$ cat config.mk
export PLATFORM = sky130hd
export DESIGN_NAME = lc3b_frontend
export DESIGN_NICKNAME = d
export VERILOG_FILES = /design/src/logic/lc3b_isa_pkg.sv /design/src/logic/lc3b_ctrl_pkg.sv /design/src/logic/fetch_bundle_if.sv /design/src/logic/frontend_control.sv /design/src/logic/fetch_pc.sv /design/src/logic/control_rom.sv /design/src/logic/ifid_latch.sv /design/src/logic/lc3b_frontend.sv
export SDC_FILE = /design/constraint.sdc
export NUM_CORES = 1
export LEC_CHECK = 0
export ABC_AREA = 1
export BUFFER_PORTS_ARGS = -buffer_cell sky130_fd_sc_hd__clkbuf_2
export CORE_AREA = 4 4 122 77
export CTS_CLUSTER_DIAMETER = 150
export DETAILED_ROUTE_END_ITERATION = 12
export DIE_AREA = 0 0 126 81
export PLACE_DENSITY = 0.91
export SYNTH_ARGS = -nofsm -noshare
export SYNTH_HDL_FRONTEND = slang
export SYNTH_SLANG_ARGS = --single-unit
$ cat constraint.sdc
create_clock -name clk -period 2.96 [get_ports clk]
set_clock_uncertainty 0.05 [all_clocks]
set_input_delay 0.444 -clock clk [delete_from_list [all_inputs] [get_ports clk]]
set_output_delay 0.444 -clock clk [all_outputs]
set_load 0.03 [all_outputs]
$ cat src/logic/lc3b_isa_pkg.sv
`default_nettype none

package lc3b_isa_pkg;

    // Machine word, also the width of every address
    typedef logic [15:0] lc3b_word;

    // Register number for R0 to R7
    typedef logic [2:0] lc3b_reg;

    // Opcode field, instruction bits 15 to 12
    typedef enum logic [3:0] {
        OP_BR   = 4'b0000,
        OP_ADD  = 4'b0001,
        OP_LDB  = 4'b0010,
        OP_STB  = 4'b0011,
        OP_JSR  = 4'b0100,
        OP_AND  = 4'b0101,
        OP_LDR  = 4'b0110,
        OP_STR  = 4'b0111,
        OP_RTI  = 4'b1000,
        OP_NOT  = 4'b1001,
        OP_LDI  = 4'b1010,
        OP_STI  = 4'b1011,
        OP_JMP  = 4'b1100,
        OP_SHF  = 4'b1101,
        OP_LEA  = 4'b1110,
        OP_TRAP = 4'b1111
    } lc3b_opcode;

endpackage : lc3b_isa_pkg

`default_nettype wire

$ cat src/logic/lc3b_ctrl_pkg.sv
`default_nettype none

package lc3b_ctrl_pkg;

    // Operation the execute stage will carry out
    typedef enum logic [2:0] {
        ALU_ADD  = 3'b000,
        ALU_AND  = 3'b001,
        ALU_NOT  = 3'b010,
        ALU_PASS = 3'b011,
        ALU_SHF  = 3'b100
    } lc3b_aluop;

    // Decoded control bits carried down the pipeline, 12 bits in all
    typedef struct packed {
        lc3b_isa_pkg::lc3b_opcode opcode;
        lc3b_aluop                aluop;
        logic                     load_regfile;
        logic                     mem_read;
        logic                     mem_write;
        logic                     branch;
        // Instruction bit 5, immediate form of ADD and AND
        logic                     imm_sel;
    } lc3b_control_word;

endpackage : lc3b_ctrl_pkg

`default_nettype wire

$ cat src/logic/fetch_bundle_if.sv
`timescale 1ns/100ps
`default_nettype none

// One fetched instruction on its way from fetch into the IF/ID latch
interface fetch_bundle_if;

    lc3b_isa_pkg::lc3b_word           instr;
    lc3b_isa_pkg::lc3b_word           pc_in;
    lc3b_isa_pkg::lc3b_word           offset6;
    lc3b_isa_pkg::lc3b_word           offset9;
    lc3b_isa_pkg::lc3b_word           offset11;
    lc3b_ctrl_pkg::lc3b_control_word  ctrl_word;

    modport source
    (
        output instr,
        output pc_in,
        output offset6,
        output offset9,
        output offset11
    );

    modport rom
    (
        input  instr,
        output ctrl_word
    );

    modport sink
    (
        input instr,
        input pc_in,
        input offset6,
        input offset9,
        input offset11,
        input ctrl_word
    );

endinterface : fetch_bundle_if

`default_nettype wire

$ cat src/logic/frontend_control.sv
`timescale 1ns/100ps
`default_nettype none

module frontend_control
(
    input  logic clk,
    input  logic reset,
    input  logic imem_resp,
    input  logic stall,
    input  logic redirect,
    output logic imem_read,
    output logic advance,
    output logic load_hold,
    output logic flush
);

    typedef enum logic [1:0] {
        IDLE_ISSUE,
        WAIT_RESP,
        HELD,
        DROP
    } state_t;

    state_t state;
    state_t state_next;

    // First read goes out straight after reset
    always_ff @(posedge clk)
    begin
        if (reset)
            state <= WAIT_RESP;
        else
            state <= state_next;
    end

    always_comb
    begin
        state_next = state;
        case (state)
            // One idle cycle while the new PC settles
            IDLE_ISSUE:
                state_next = WAIT_RESP;
            WAIT_RESP:
            begin
                if (redirect)
                    state_next = imem_resp ? IDLE_ISSUE : DROP;
                else if (imem_resp)
                    state_next = stall ? HELD : IDLE_ISSUE;
            end
            HELD:
            begin
                if (redirect || !stall)
                    state_next = IDLE_ISSUE;
            end
            // Stale read still in memory, swallow its response
            DROP:
            begin
                if (imem_resp)
                    state_next = IDLE_ISSUE;
            end
            default:
                state_next = WAIT_RESP;
        endcase
    end

    assign imem_read = (state == WAIT_RESP) || (state == DROP);
    assign advance   = !redirect && !stall
                       && (((state == WAIT_RESP) && imem_resp) || (state == HELD));
    assign load_hold = !redirect && stall && (state == WAIT_RESP) && imem_resp;
    assign flush     = redirect;

endmodule : frontend_control

`default_nettype wire

$ cat src/logic/fetch_pc.sv
`timescale 1ns/100ps
`default_nettype none

module fetch_pc
#(
    parameter lc3b_isa_pkg::lc3b_word RESET_PC = 16'h0000
)
(
    input  logic                   clk,
    input  logic                   reset,
    input  lc3b_isa_pkg::lc3b_word imem_rdata,
    input  logic                   advance,
    input  logic                   load_hold,
    input  logic                   redirect,
    input  lc3b_isa_pkg::lc3b_word redirect_pc,
    output lc3b_isa_pkg::lc3b_word imem_addr,
    fetch_bundle_if.source         bundle
);

    lc3b_isa_pkg::lc3b_word pc_reg;
    lc3b_isa_pkg::lc3b_word hold_word;
    lc3b_isa_pkg::lc3b_word cur_instr;
    logic                   hold_valid;

    // Redirect wins over a normal step
    always_ff @(posedge clk)
    begin
        if (reset)
            pc_reg <= RESET_PC;
        else if (redirect)
            pc_reg <= redirect_pc;
        else if (advance)
            pc_reg <= pc_reg + 16'd2;
    end

    always_ff @(posedge clk)
    begin
        if (reset || redirect || advance)
            hold_valid <= 1'b0;
        else if (load_hold)
            hold_valid <= 1'b1;
    end

    always_ff @(posedge clk)
    begin
        if (load_hold)
            hold_word <= imem_rdata;
    end

    // Live memory data unless a word arrived during a stall
    assign cur_instr = hold_valid ? hold_word : imem_rdata;
    assign imem_addr = pc_reg;

    assign bundle.instr    = cur_instr;
    assign bundle.pc_in    = pc_reg;
    assign bundle.offset6  = {{10{cur_instr[5]}}, cur_instr[5:0]};
    assign bundle.offset9  = {{6{cur_instr[8]}}, cur_instr[8:0], 1'b0};
    assign bundle.offset11 = {{4{cur_instr[10]}}, cur_instr[10:0], 1'b0};

endmodule : fetch_pc

`default_nettype wire

$ cat src/logic/control_rom.sv
`timescale 1ns/100ps
`default_nettype none

module control_rom
(
    fetch_bundle_if.rom bundle
);

    lc3b_ctrl_pkg::lc3b_control_word ctrl;
    lc3b_isa_pkg::lc3b_opcode        opcode;

    assign opcode = lc3b_isa_pkg::lc3b_opcode'(bundle.instr[15:12]);

    always_comb
    begin
        ctrl              = '0;
        ctrl.opcode       = opcode;
        ctrl.aluop        = lc3b_ctrl_pkg::ALU_ADD;
        case (opcode)
            lc3b_isa_pkg::OP_ADD:
            begin
                ctrl.load_regfile = 1'b1;
                ctrl.imm_sel      = bundle.instr[5];
            end
            lc3b_isa_pkg::OP_AND:
            begin
                ctrl.load_regfile = 1'b1;
                ctrl.aluop        = lc3b_ctrl_pkg::ALU_AND;
                ctrl.imm_sel      = bundle.instr[5];
            end
            lc3b_isa_pkg::OP_NOT:
            begin
                ctrl.load_regfile = 1'b1;
                ctrl.aluop        = lc3b_ctrl_pkg::ALU_NOT;
            end
            lc3b_isa_pkg::OP_SHF:
            begin
                ctrl.load_regfile = 1'b1;
                ctrl.aluop        = lc3b_ctrl_pkg::ALU_SHF;
            end
            // Loads compute an address with add, then write a register
            lc3b_isa_pkg::OP_LDB,
            lc3b_isa_pkg::OP_LDI,
            lc3b_isa_pkg::OP_LDR:
            begin
                ctrl.mem_read     = 1'b1;
                ctrl.load_regfile = 1'b1;
            end
            lc3b_isa_pkg::OP_STB,
            lc3b_isa_pkg::OP_STI,
            lc3b_isa_pkg::OP_STR:
                ctrl.mem_write = 1'b1;
            lc3b_isa_pkg::OP_BR,
            lc3b_isa_pkg::OP_JMP,
            lc3b_isa_pkg::OP_JSR,
            lc3b_isa_pkg::OP_TRAP:
                ctrl.branch = 1'b1;
            lc3b_isa_pkg::OP_LEA:
            begin
                ctrl.load_regfile = 1'b1;
                ctrl.aluop        = lc3b_ctrl_pkg::ALU_PASS;
            end
            // RTI decodes to no control activity
            default:
                ctrl.branch = 1'b0;
        endcase
    end

    assign bundle.ctrl_word = ctrl;

endmodule : control_rom

`default_nettype wire

$ cat src/logic/ifid_latch.sv
`timescale 1ns/100ps
`default_nettype none

module ifid_latch
(
    input  logic                            clk,
    input  logic                            reset,
    input  logic                            advance,
    input  logic                            flush,
    fetch_bundle_if.sink                    bundle,
    output lc3b_isa_pkg::lc3b_reg           dest,
    output lc3b_isa_pkg::lc3b_reg           src1,
    output lc3b_isa_pkg::lc3b_reg           src2,
    output lc3b_isa_pkg::lc3b_word          imm5,
    output lc3b_isa_pkg::lc3b_word          imm4,
    output lc3b_isa_pkg::lc3b_word          trapvect8,
    output lc3b_isa_pkg::lc3b_word          offset6_out,
    output lc3b_isa_pkg::lc3b_word          offset9_out,
    output lc3b_isa_pkg::lc3b_word          offset11_out,
    output lc3b_isa_pkg::lc3b_word          pc,
    output lc3b_ctrl_pkg::lc3b_control_word ctrl_word_out,
    output logic                            ready
);

    always_ff @(posedge clk)
    begin
        if (reset || flush)
        begin
            ready         <= 1'b0;
            ctrl_word_out <= '0;
        end
        else if (advance)
        begin
            ready <= 1'b1;
            // All-zero word is a NOP, not a never-taken branch
            if (bundle.instr == 16'd0)
                ctrl_word_out <= '0;
            else
                ctrl_word_out <= bundle.ctrl_word;
        end
    end

    // Field registers only move on advance
    always_ff @(posedge clk)
    begin
        if (advance)
        begin
            dest         <= bundle.instr[11:9];
            src1         <= bundle.instr[8:6];
            src2         <= bundle.instr[2:0];
            imm5         <= {{11{bundle.instr[4]}}, bundle.instr[4:0]};
            imm4         <= {12'd0, bundle.instr[3:0]};
            trapvect8    <= {7'd0, bundle.instr[7:0], 1'b0};
            offset6_out  <= bundle.offset6;
            offset9_out  <= bundle.offset9;
            offset11_out <= bundle.offset11;
            pc           <= bundle.pc_in + 16'd2;
        end
    end

endmodule : ifid_latch

`default_nettype wire

$ cat src/logic/lc3b_frontend.sv
`timescale 1ns/100ps
`default_nettype none

module lc3b_frontend
#(
    parameter lc3b_isa_pkg::lc3b_word RESET_PC = 16'h0000
)
(
    input  logic                            clk,
    input  logic                            reset,
    output logic                            imem_read,
    output lc3b_isa_pkg::lc3b_word          imem_addr,
    input  lc3b_isa_pkg::lc3b_word          imem_rdata,
    input  logic                            imem_resp,
    input  logic                            stall,
    input  logic                            redirect,
    input  lc3b_isa_pkg::lc3b_word          redirect_pc,
    output lc3b_isa_pkg::lc3b_reg           dest,
    output lc3b_isa_pkg::lc3b_reg           src1,
    output lc3b_isa_pkg::lc3b_reg           src2,
    output lc3b_isa_pkg::lc3b_word          imm5,
    output lc3b_isa_pkg::lc3b_word          imm4,
    output lc3b_isa_pkg::lc3b_word          trapvect8,
    output lc3b_isa_pkg::lc3b_word          offset6,
    output lc3b_isa_pkg::lc3b_word          offset9,
    output lc3b_isa_pkg::lc3b_word          offset11,
    output lc3b_isa_pkg::lc3b_word          pc,
    output lc3b_ctrl_pkg::lc3b_control_word ctrl_word,
    output logic                            decode_valid
);

    logic advance;
    logic load_hold;
    logic flush;

    fetch_bundle_if bundle ();

    frontend_control u_control
    (
        .clk       (clk),
        .reset     (reset),
        .imem_resp (imem_resp),
        .stall     (stall),
        .redirect  (redirect),
        .imem_read (imem_read),
        .advance   (advance),
        .load_hold (load_hold),
        .flush     (flush)
    );

    fetch_pc #(.RESET_PC(RESET_PC)) u_fetch_pc
    (
        .clk         (clk),
        .reset       (reset),
        .imem_rdata  (imem_rdata),
        .advance     (advance),
        .load_hold   (load_hold),
        .redirect    (redirect),
        .redirect_pc (redirect_pc),
        .imem_addr   (imem_addr),
        .bundle      (bundle.source)
    );

    control_rom u_control_rom
    (
        .bundle (bundle.rom)
    );

    ifid_latch u_ifid
    (
        .clk           (clk),
        .reset         (reset),
        .advance       (advance),
        .flush         (flush),
        .bundle        (bundle.sink),
        .dest          (dest),
        .src1          (src1),
        .src2          (src2),
        .imm5          (imm5),
        .imm4          (imm4),
        .trapvect8     (trapvect8),
        .offset6_out   (offset6),
        .offset9_out   (offset9),
        .offset11_out  (offset11),
        .pc            (pc),
        .ctrl_word_out (ctrl_word),
        .ready         (decode_valid)
    );

endmodule : lc3b_frontend

`default_nettype wire

* Word-level counts from Yosys, hierarchy flattened
Cells that the tools add are included.
Operators by class: $add $sub $neg 1, multipliers 0, div/mod/pow operators 0, order comparisons 0, equal/unequal tests 20, shifts and indexed selects 0, muxes and demuxes 17, bitwise logic cells 0, reduce and logical (&&, ||, !) cells 23
Operators by type and width (count):
- 2-to-1 mux 16 bit | 3
- == test 4 bit (second input constant) | 7
- adder 16 x 2 -> 16 bit (second input constant) | 1
- == test 4 x 3 -> 1 bit (second input constant) | 4
- logical NOT 16 bit | 1
- 2-to-1 mux 12 bit | 1
- 2-to-1 mux 2 bit | 6
- case mux 3 bit (4 select lines) | 1
- == test 4 x 2 -> 1 bit (second input constant) | 2
- case mux 2 bit (4 select lines) | 1
- OR reduction 8 bit | 1
- logical AND 1 bit | 6
- OR reduction 3 bit | 2
- logical OR 1 bit | 5
- 2-to-1 mux 1 bit | 5
- == test 2 bit (second input constant) | 2
- == test 4 x 1 -> 1 bit (second input constant) | 1
- logical NOT 4 bit | 1
- OR reduction 4 bit | 1
- != test 3 bit (second input constant) | 1
- AND reduction 3 bit | 1
- == test 2 x 1 -> 1 bit (second input constant) | 1
- logical NOT 1 bit | 2
- logical NOT 2 bit | 1
- other kinds (4) | 4
Word-level totals: register bits 116, latch bits 0, memory bits (writable) 0, bits in read-only memories 0, input bits 37, output and inout port bits 151, memories 0

* Longest topological paths before layout
depth in word-level cells 6, mapped depth 11, depth with buffers taken out 10

* Modules after synthesis
From an unflattened synthesis, not the netlist that was laid out.
Second synthesis, totals: cell total of the unflattened synthesis 548, area, all modules 5923.2 sq um
By module, submodules not included:
- ifid_latch | times used 1, cells an instance 245, area each 3465.8 sq um, seq. area each 2542.4 sq um
- fetch_pc | times used 1, cells an instance 241, area each 2143.3 sq um, seq. area each 820.8 sq um
- frontend_control | times used 1, cells an instance 31, area each 173.9 sq um, seq. area each 40.0 sq um
- control_rom | times used 1, cells an instance 31, area each 140.1 sq um, seq. area each 0.0 sq um

* Least setup slack after synthesis
OpenSTA, ideal clock, no wires.
path type input port to flip-flop, start point input port redirect, end point register u_fetch_pc.hold_word[0], enable pin, data arrival time 1.634 ns, required time 2.520 ns, path slack 0.887 ns, stages 5, cell sequence buf_2 inv_1 buf_4 nand2_1 nor2_1
On the way: cells in the longest elaborated chain, start to end 4
Ends and longest elaborated chain:
- start, declared | RTL line lc3b_frontend.sv:16 | input logic redirect,
- logical NOT 1 bit | RTL line frontend_control.sv:69 | assign load_hold = !redirect && stall && (state == WAIT_RESP) && imem_resp;
- logical AND 1 bit (3 in series) | RTL line frontend_control.sv:69
- named net load_hold | RTL line lc3b_frontend.sv:33 | logic load_hold;
- end signal, assigned | RTL line fetch_pc.sv:47 | hold_word <= imem_rdata;
- end, declared | RTL line fetch_pc.sv:21 | lc3b_isa_pkg::lc3b_word hold_word;
The timed path passes the listed nets, and every way through them passes these cells. A chain may end at the register's enable or synchronous reset.

* Worst setup path in the final report
start point register u_control.state[0], end point register u_fetch_pc.pc_reg[3], in the netlist u_fetch_pc.bundle.pc_in[3]
On the way: cells in the longest elaborated chain, start to end 5, elaborated cells on any way between the ends 6, those cells by class eq/ne (2); reduce/logical (4)
Ends and longest elaborated chain:
- start, declared | RTL line frontend_control.sv:24 | state_t state;
- start signal, assigned | RTL line frontend_control.sv:33 | state <= state_next;
- == test 2 x 1 -> 1 bit | RTL line frontend_control.sv:68 | && (((state == WAIT_RESP) && imem_resp) || (state == HELD));
- logical AND 1 bit | RTL line frontend_control.sv:68
- logical OR 1 bit (*) | RTL line frontend_control.sv:68
- logical AND 1 bit (*) | RTL line frontend_control.sv:68
- nonzero test 2 bit (no line) (*)
- end signal, assigned | RTL line fetch_pc.sv:31 | pc_reg <= redirect_pc;
- end signal, assigned | RTL line fetch_pc.sv:33 | pc_reg <= pc_reg + 16'd2;
- end, declared | RTL line fetch_pc.sv:20 | lc3b_isa_pkg::lc3b_word pc_reg;
Mark *: on every way between the ends. The rest lies on a longest branch, timed or not.

==> qor.yml <==
outcome: "completed"
cellLeakagePower_uw: 0.00236
synth.cell_area_mm2: 0.00414
floorplan.initialDensity_pct: 49.7
grt_overflow: 0
fmax_mhz: 521
netSwitchingFraction_pct: 26.8
slew_of_the_pin_with_the_lowest_slew_margin_ns: 0.777
num_antenna_cells: 0
pwr_density_cell_mw_per_mm2: 588
power.internal_uw: 2040
clock_path_buffers: 2
grt_start_max_net_pins: 40
fillers: 740
fp-row-count: 26
hold_buffers: 0
layout-drive-gt1-share_pct: 33.1
placeableCoreArea_mm2: 0.00833
route.vias.total: 3384
multi_input_comb_area_mm2: 0.00130
cts_tree: "built"
grt_antenna_before_repair: 0
rsz_0062_raised_after_global_routing: "false"
end_kind: "flop"
timing.final.setup_violations: 0
postSynthRegisterBits: 76
synth_area_per_cell_um2: 8.30
drtAntennaViolNets: 0
worst_r2r_setup_slack_ns: 1.04
critical_path_class: "flop to flop"
firstDrtPassIters: 5
post_detailed_placement_half_perimeter_wirelength_um: 8070
finalWorstSetupSlack_ns: 1.04
hold_path.class: "primary input to flop"
p_seq_share_pct: 43.1
maxSlewHeadroom_pct: 48.1
worstPathMaxFanout: 20
final_stage_net_count: 631
dp_cells: 694
clk_pin_slew_worst_paths_ns: 0.06
buffer_ports.inserted: 165
rr_startpoint: "u_control.state[0]"
worstReg2RegEnd: "u_fetch_pc.bundle.pc_in[3]"
drc_errors: 0
design.portCount: 188
synth_enable_flop_cells: 44
die-height_um: 81
wire_per_inst_um: 14.7
hold_path.startpoint: "imem_rdata[2]"
synthFlopType: "edfxtp_1"
clock_power_share_pct: 42.2
dp_worst_setup_slack_ns: 0.813
final_period_minus_worst_setup_slack_ns: 1.92
dieArea_mm2: 0.0102
min_delay_worst_endpoint: "u_fetch_pc.hold_word[2]"
p_sw_uw: 750
grt_usage_pct: 19.8
yosysWarningCount: 0
clock_tree.htree_level_count: 3
reg2regPathDepth: 7
grt_pass1_vias: 3177
clock_sink_count: 76
crit_required_ns: 3.11
chipWidth_um: 126
cts_setup_buffers: 0
seq_area_frac_synth_pct: 47.4
post_cts_resized: 0
gp_congestion: 0.892
avgViaCountPerCell: 4.77
instances_no_fill: 710
cts.root.buffer_cell: "clkbuf_16"
route.final.wire_length_um: 10400
start_kind: "flop"
syn-instance-count: 499
seqCellArea_mm2: 0.00196
detail_route.iter0.violations: 247
totalNegativeSetupSlack_ns: 0
worst_skew_pair.late_latency_ns: 0.33
postSynth.asyncResetShare_pct: 0
total_clock_buffers_created_by_cts: 9
critPathArrivalTime_ns: 2.07
syn2layout_area_growth_pct: 14.8
synth_cell_type_count: 31
power.combinational.fraction_pct: 14.7
final_hold_violation_count: 0
worst_hold_path_cells: 1
cap_violations: 0
final_min_period_over_clock_period_pct: 64.9
grt_pass1_wl_um: 15900
ir_worst_vdd_v: 0.000353
final_max_slew_viol_count: 0
## layer usage
layer  wire, µm  track usage [%]  vias up
li1           -                -     1661
met1       4260             23.3     1533
met2       5030             34.3      176
met3       1010             7.16       14
met4        129             6.21        0
met5          0                0        -
## power groups by stage
| stage | clock network (µW) | logic, µW | registers (µW) |
|---|---|---|---|
| global placement | 0 | 400 | 1220 |
| finish | 1180 | 411 | 1200 |
| global route | 1240 | 442 | 1210 |
| floorplan | 0 | 299 | 1270 |
| detailed placement | 0 | 410 | 1220 |
| CTS | 1190 | 412 | 1200 |
## cells by family (layout without fill, tap and decap cells)
| kind of cell | Yosys count | count (layout) | synth area share [%] |
|---|---|---|---|
| fa+ha+maj | 1 | 1 | 0.302 |
| flops | 76 | 76 | 47.4 |
| buf+inv | 149 | 227 | 23.1 |
| xor+xnor | 4 | 4 | 0.846 |
| compound gates | 37 | 37 | 5.08 |
| simple gates | 231 | 231 | 23.2 |
| other cells | 1 | 22 | 0.0905 |
## metrics by stage
stage	hold slack, ns	total power [µW]	utilization (%)	area (µm²)
CTS	0.249	2810	57.1	4750
global route	0.245	2900	57.1	4750
detailed placement	0.394	1630	53.2	4430
floorplan	0.466	1570	-	4220
global placement	0.391	1620	53.2	4430
finish	0.257	2790	57.1	4750
## synth_stat cells, types with 2 or more instances
master	count	area, µm²
and2_1	5	31.3
nand3_2	2	20.0
nand3_1	27	135
clkbuf_1	3	11.3
nand4_1	6	37.5
o21ai_0	5	25.0
dfxtp_1	32	641
nand2_1	141	529
a21boi_0	2	15.0
nand2_2	3	18.8
nor2_1	44	165
inv_2	5	18.8
buf_4	94	706
a21oi_1	19	95.1
buf_2	4	20.0
nor2_2	2	12.5
o21ai_1	7	35.0
xor2_1	3	26.3
buf_6	5	56.3
inv_1	36	135
edfxtp_1	44	1320
## layout make-up
class	count	area share [%]
clock inverters	5	1.55
flip-flops and latches	76	41.3
repair buffers	168	18.1
inverters	43	3.45
clock buffers	11	5.32
well taps	112	2.95
multi-input cells	295	27.4
## layout by cell type (no fill, tap or decap), drive strengths merged
cell / count
clkbuf: 176
nand2: 145
nor2: 46
edfxtp: 44
inv: 42
dfxtp: 32
nand3: 29
conb: 22
a21oi: 19
o21ai: 12
nand4: 6
and2: 5
clkinv: 4
xor2: 3
a21boi: 3
buf: 3
bufinv: 2
xnor2: 1
o211ai: 1
o22ai: 1
a22oi: 1
ha: 1
## critical path, cell delays in order, from the launching register on
cell	delay (ns)
dfxtp_1	0.47
nand3_2	0.17
nand2_1	0.09
nand2_1	0.45
nand2_4	0.27
inv_2	0.07
a21oi_1	0.16
nor2_1	0.05
## worst max-delay path by stage
stage	from	to
after CTS	u_control.state[0]	u_fetch_pc.bundle.pc_in[3]
after floorplan	redirect	u_fetch_pc.hold_word[0]
final	u_control.state[0]	u_fetch_pc.bundle.pc_in[3]
after global routing	u_control.state[0]	u_fetch_pc.bundle.pc_in[3]
after detailed placement	redirect	u_fetch_pc.bundle.pc_in[2]
after global placement	redirect	u_fetch_pc.bundle.pc_in[3]
No activity file was read; power rests on OpenSTA's default activity.
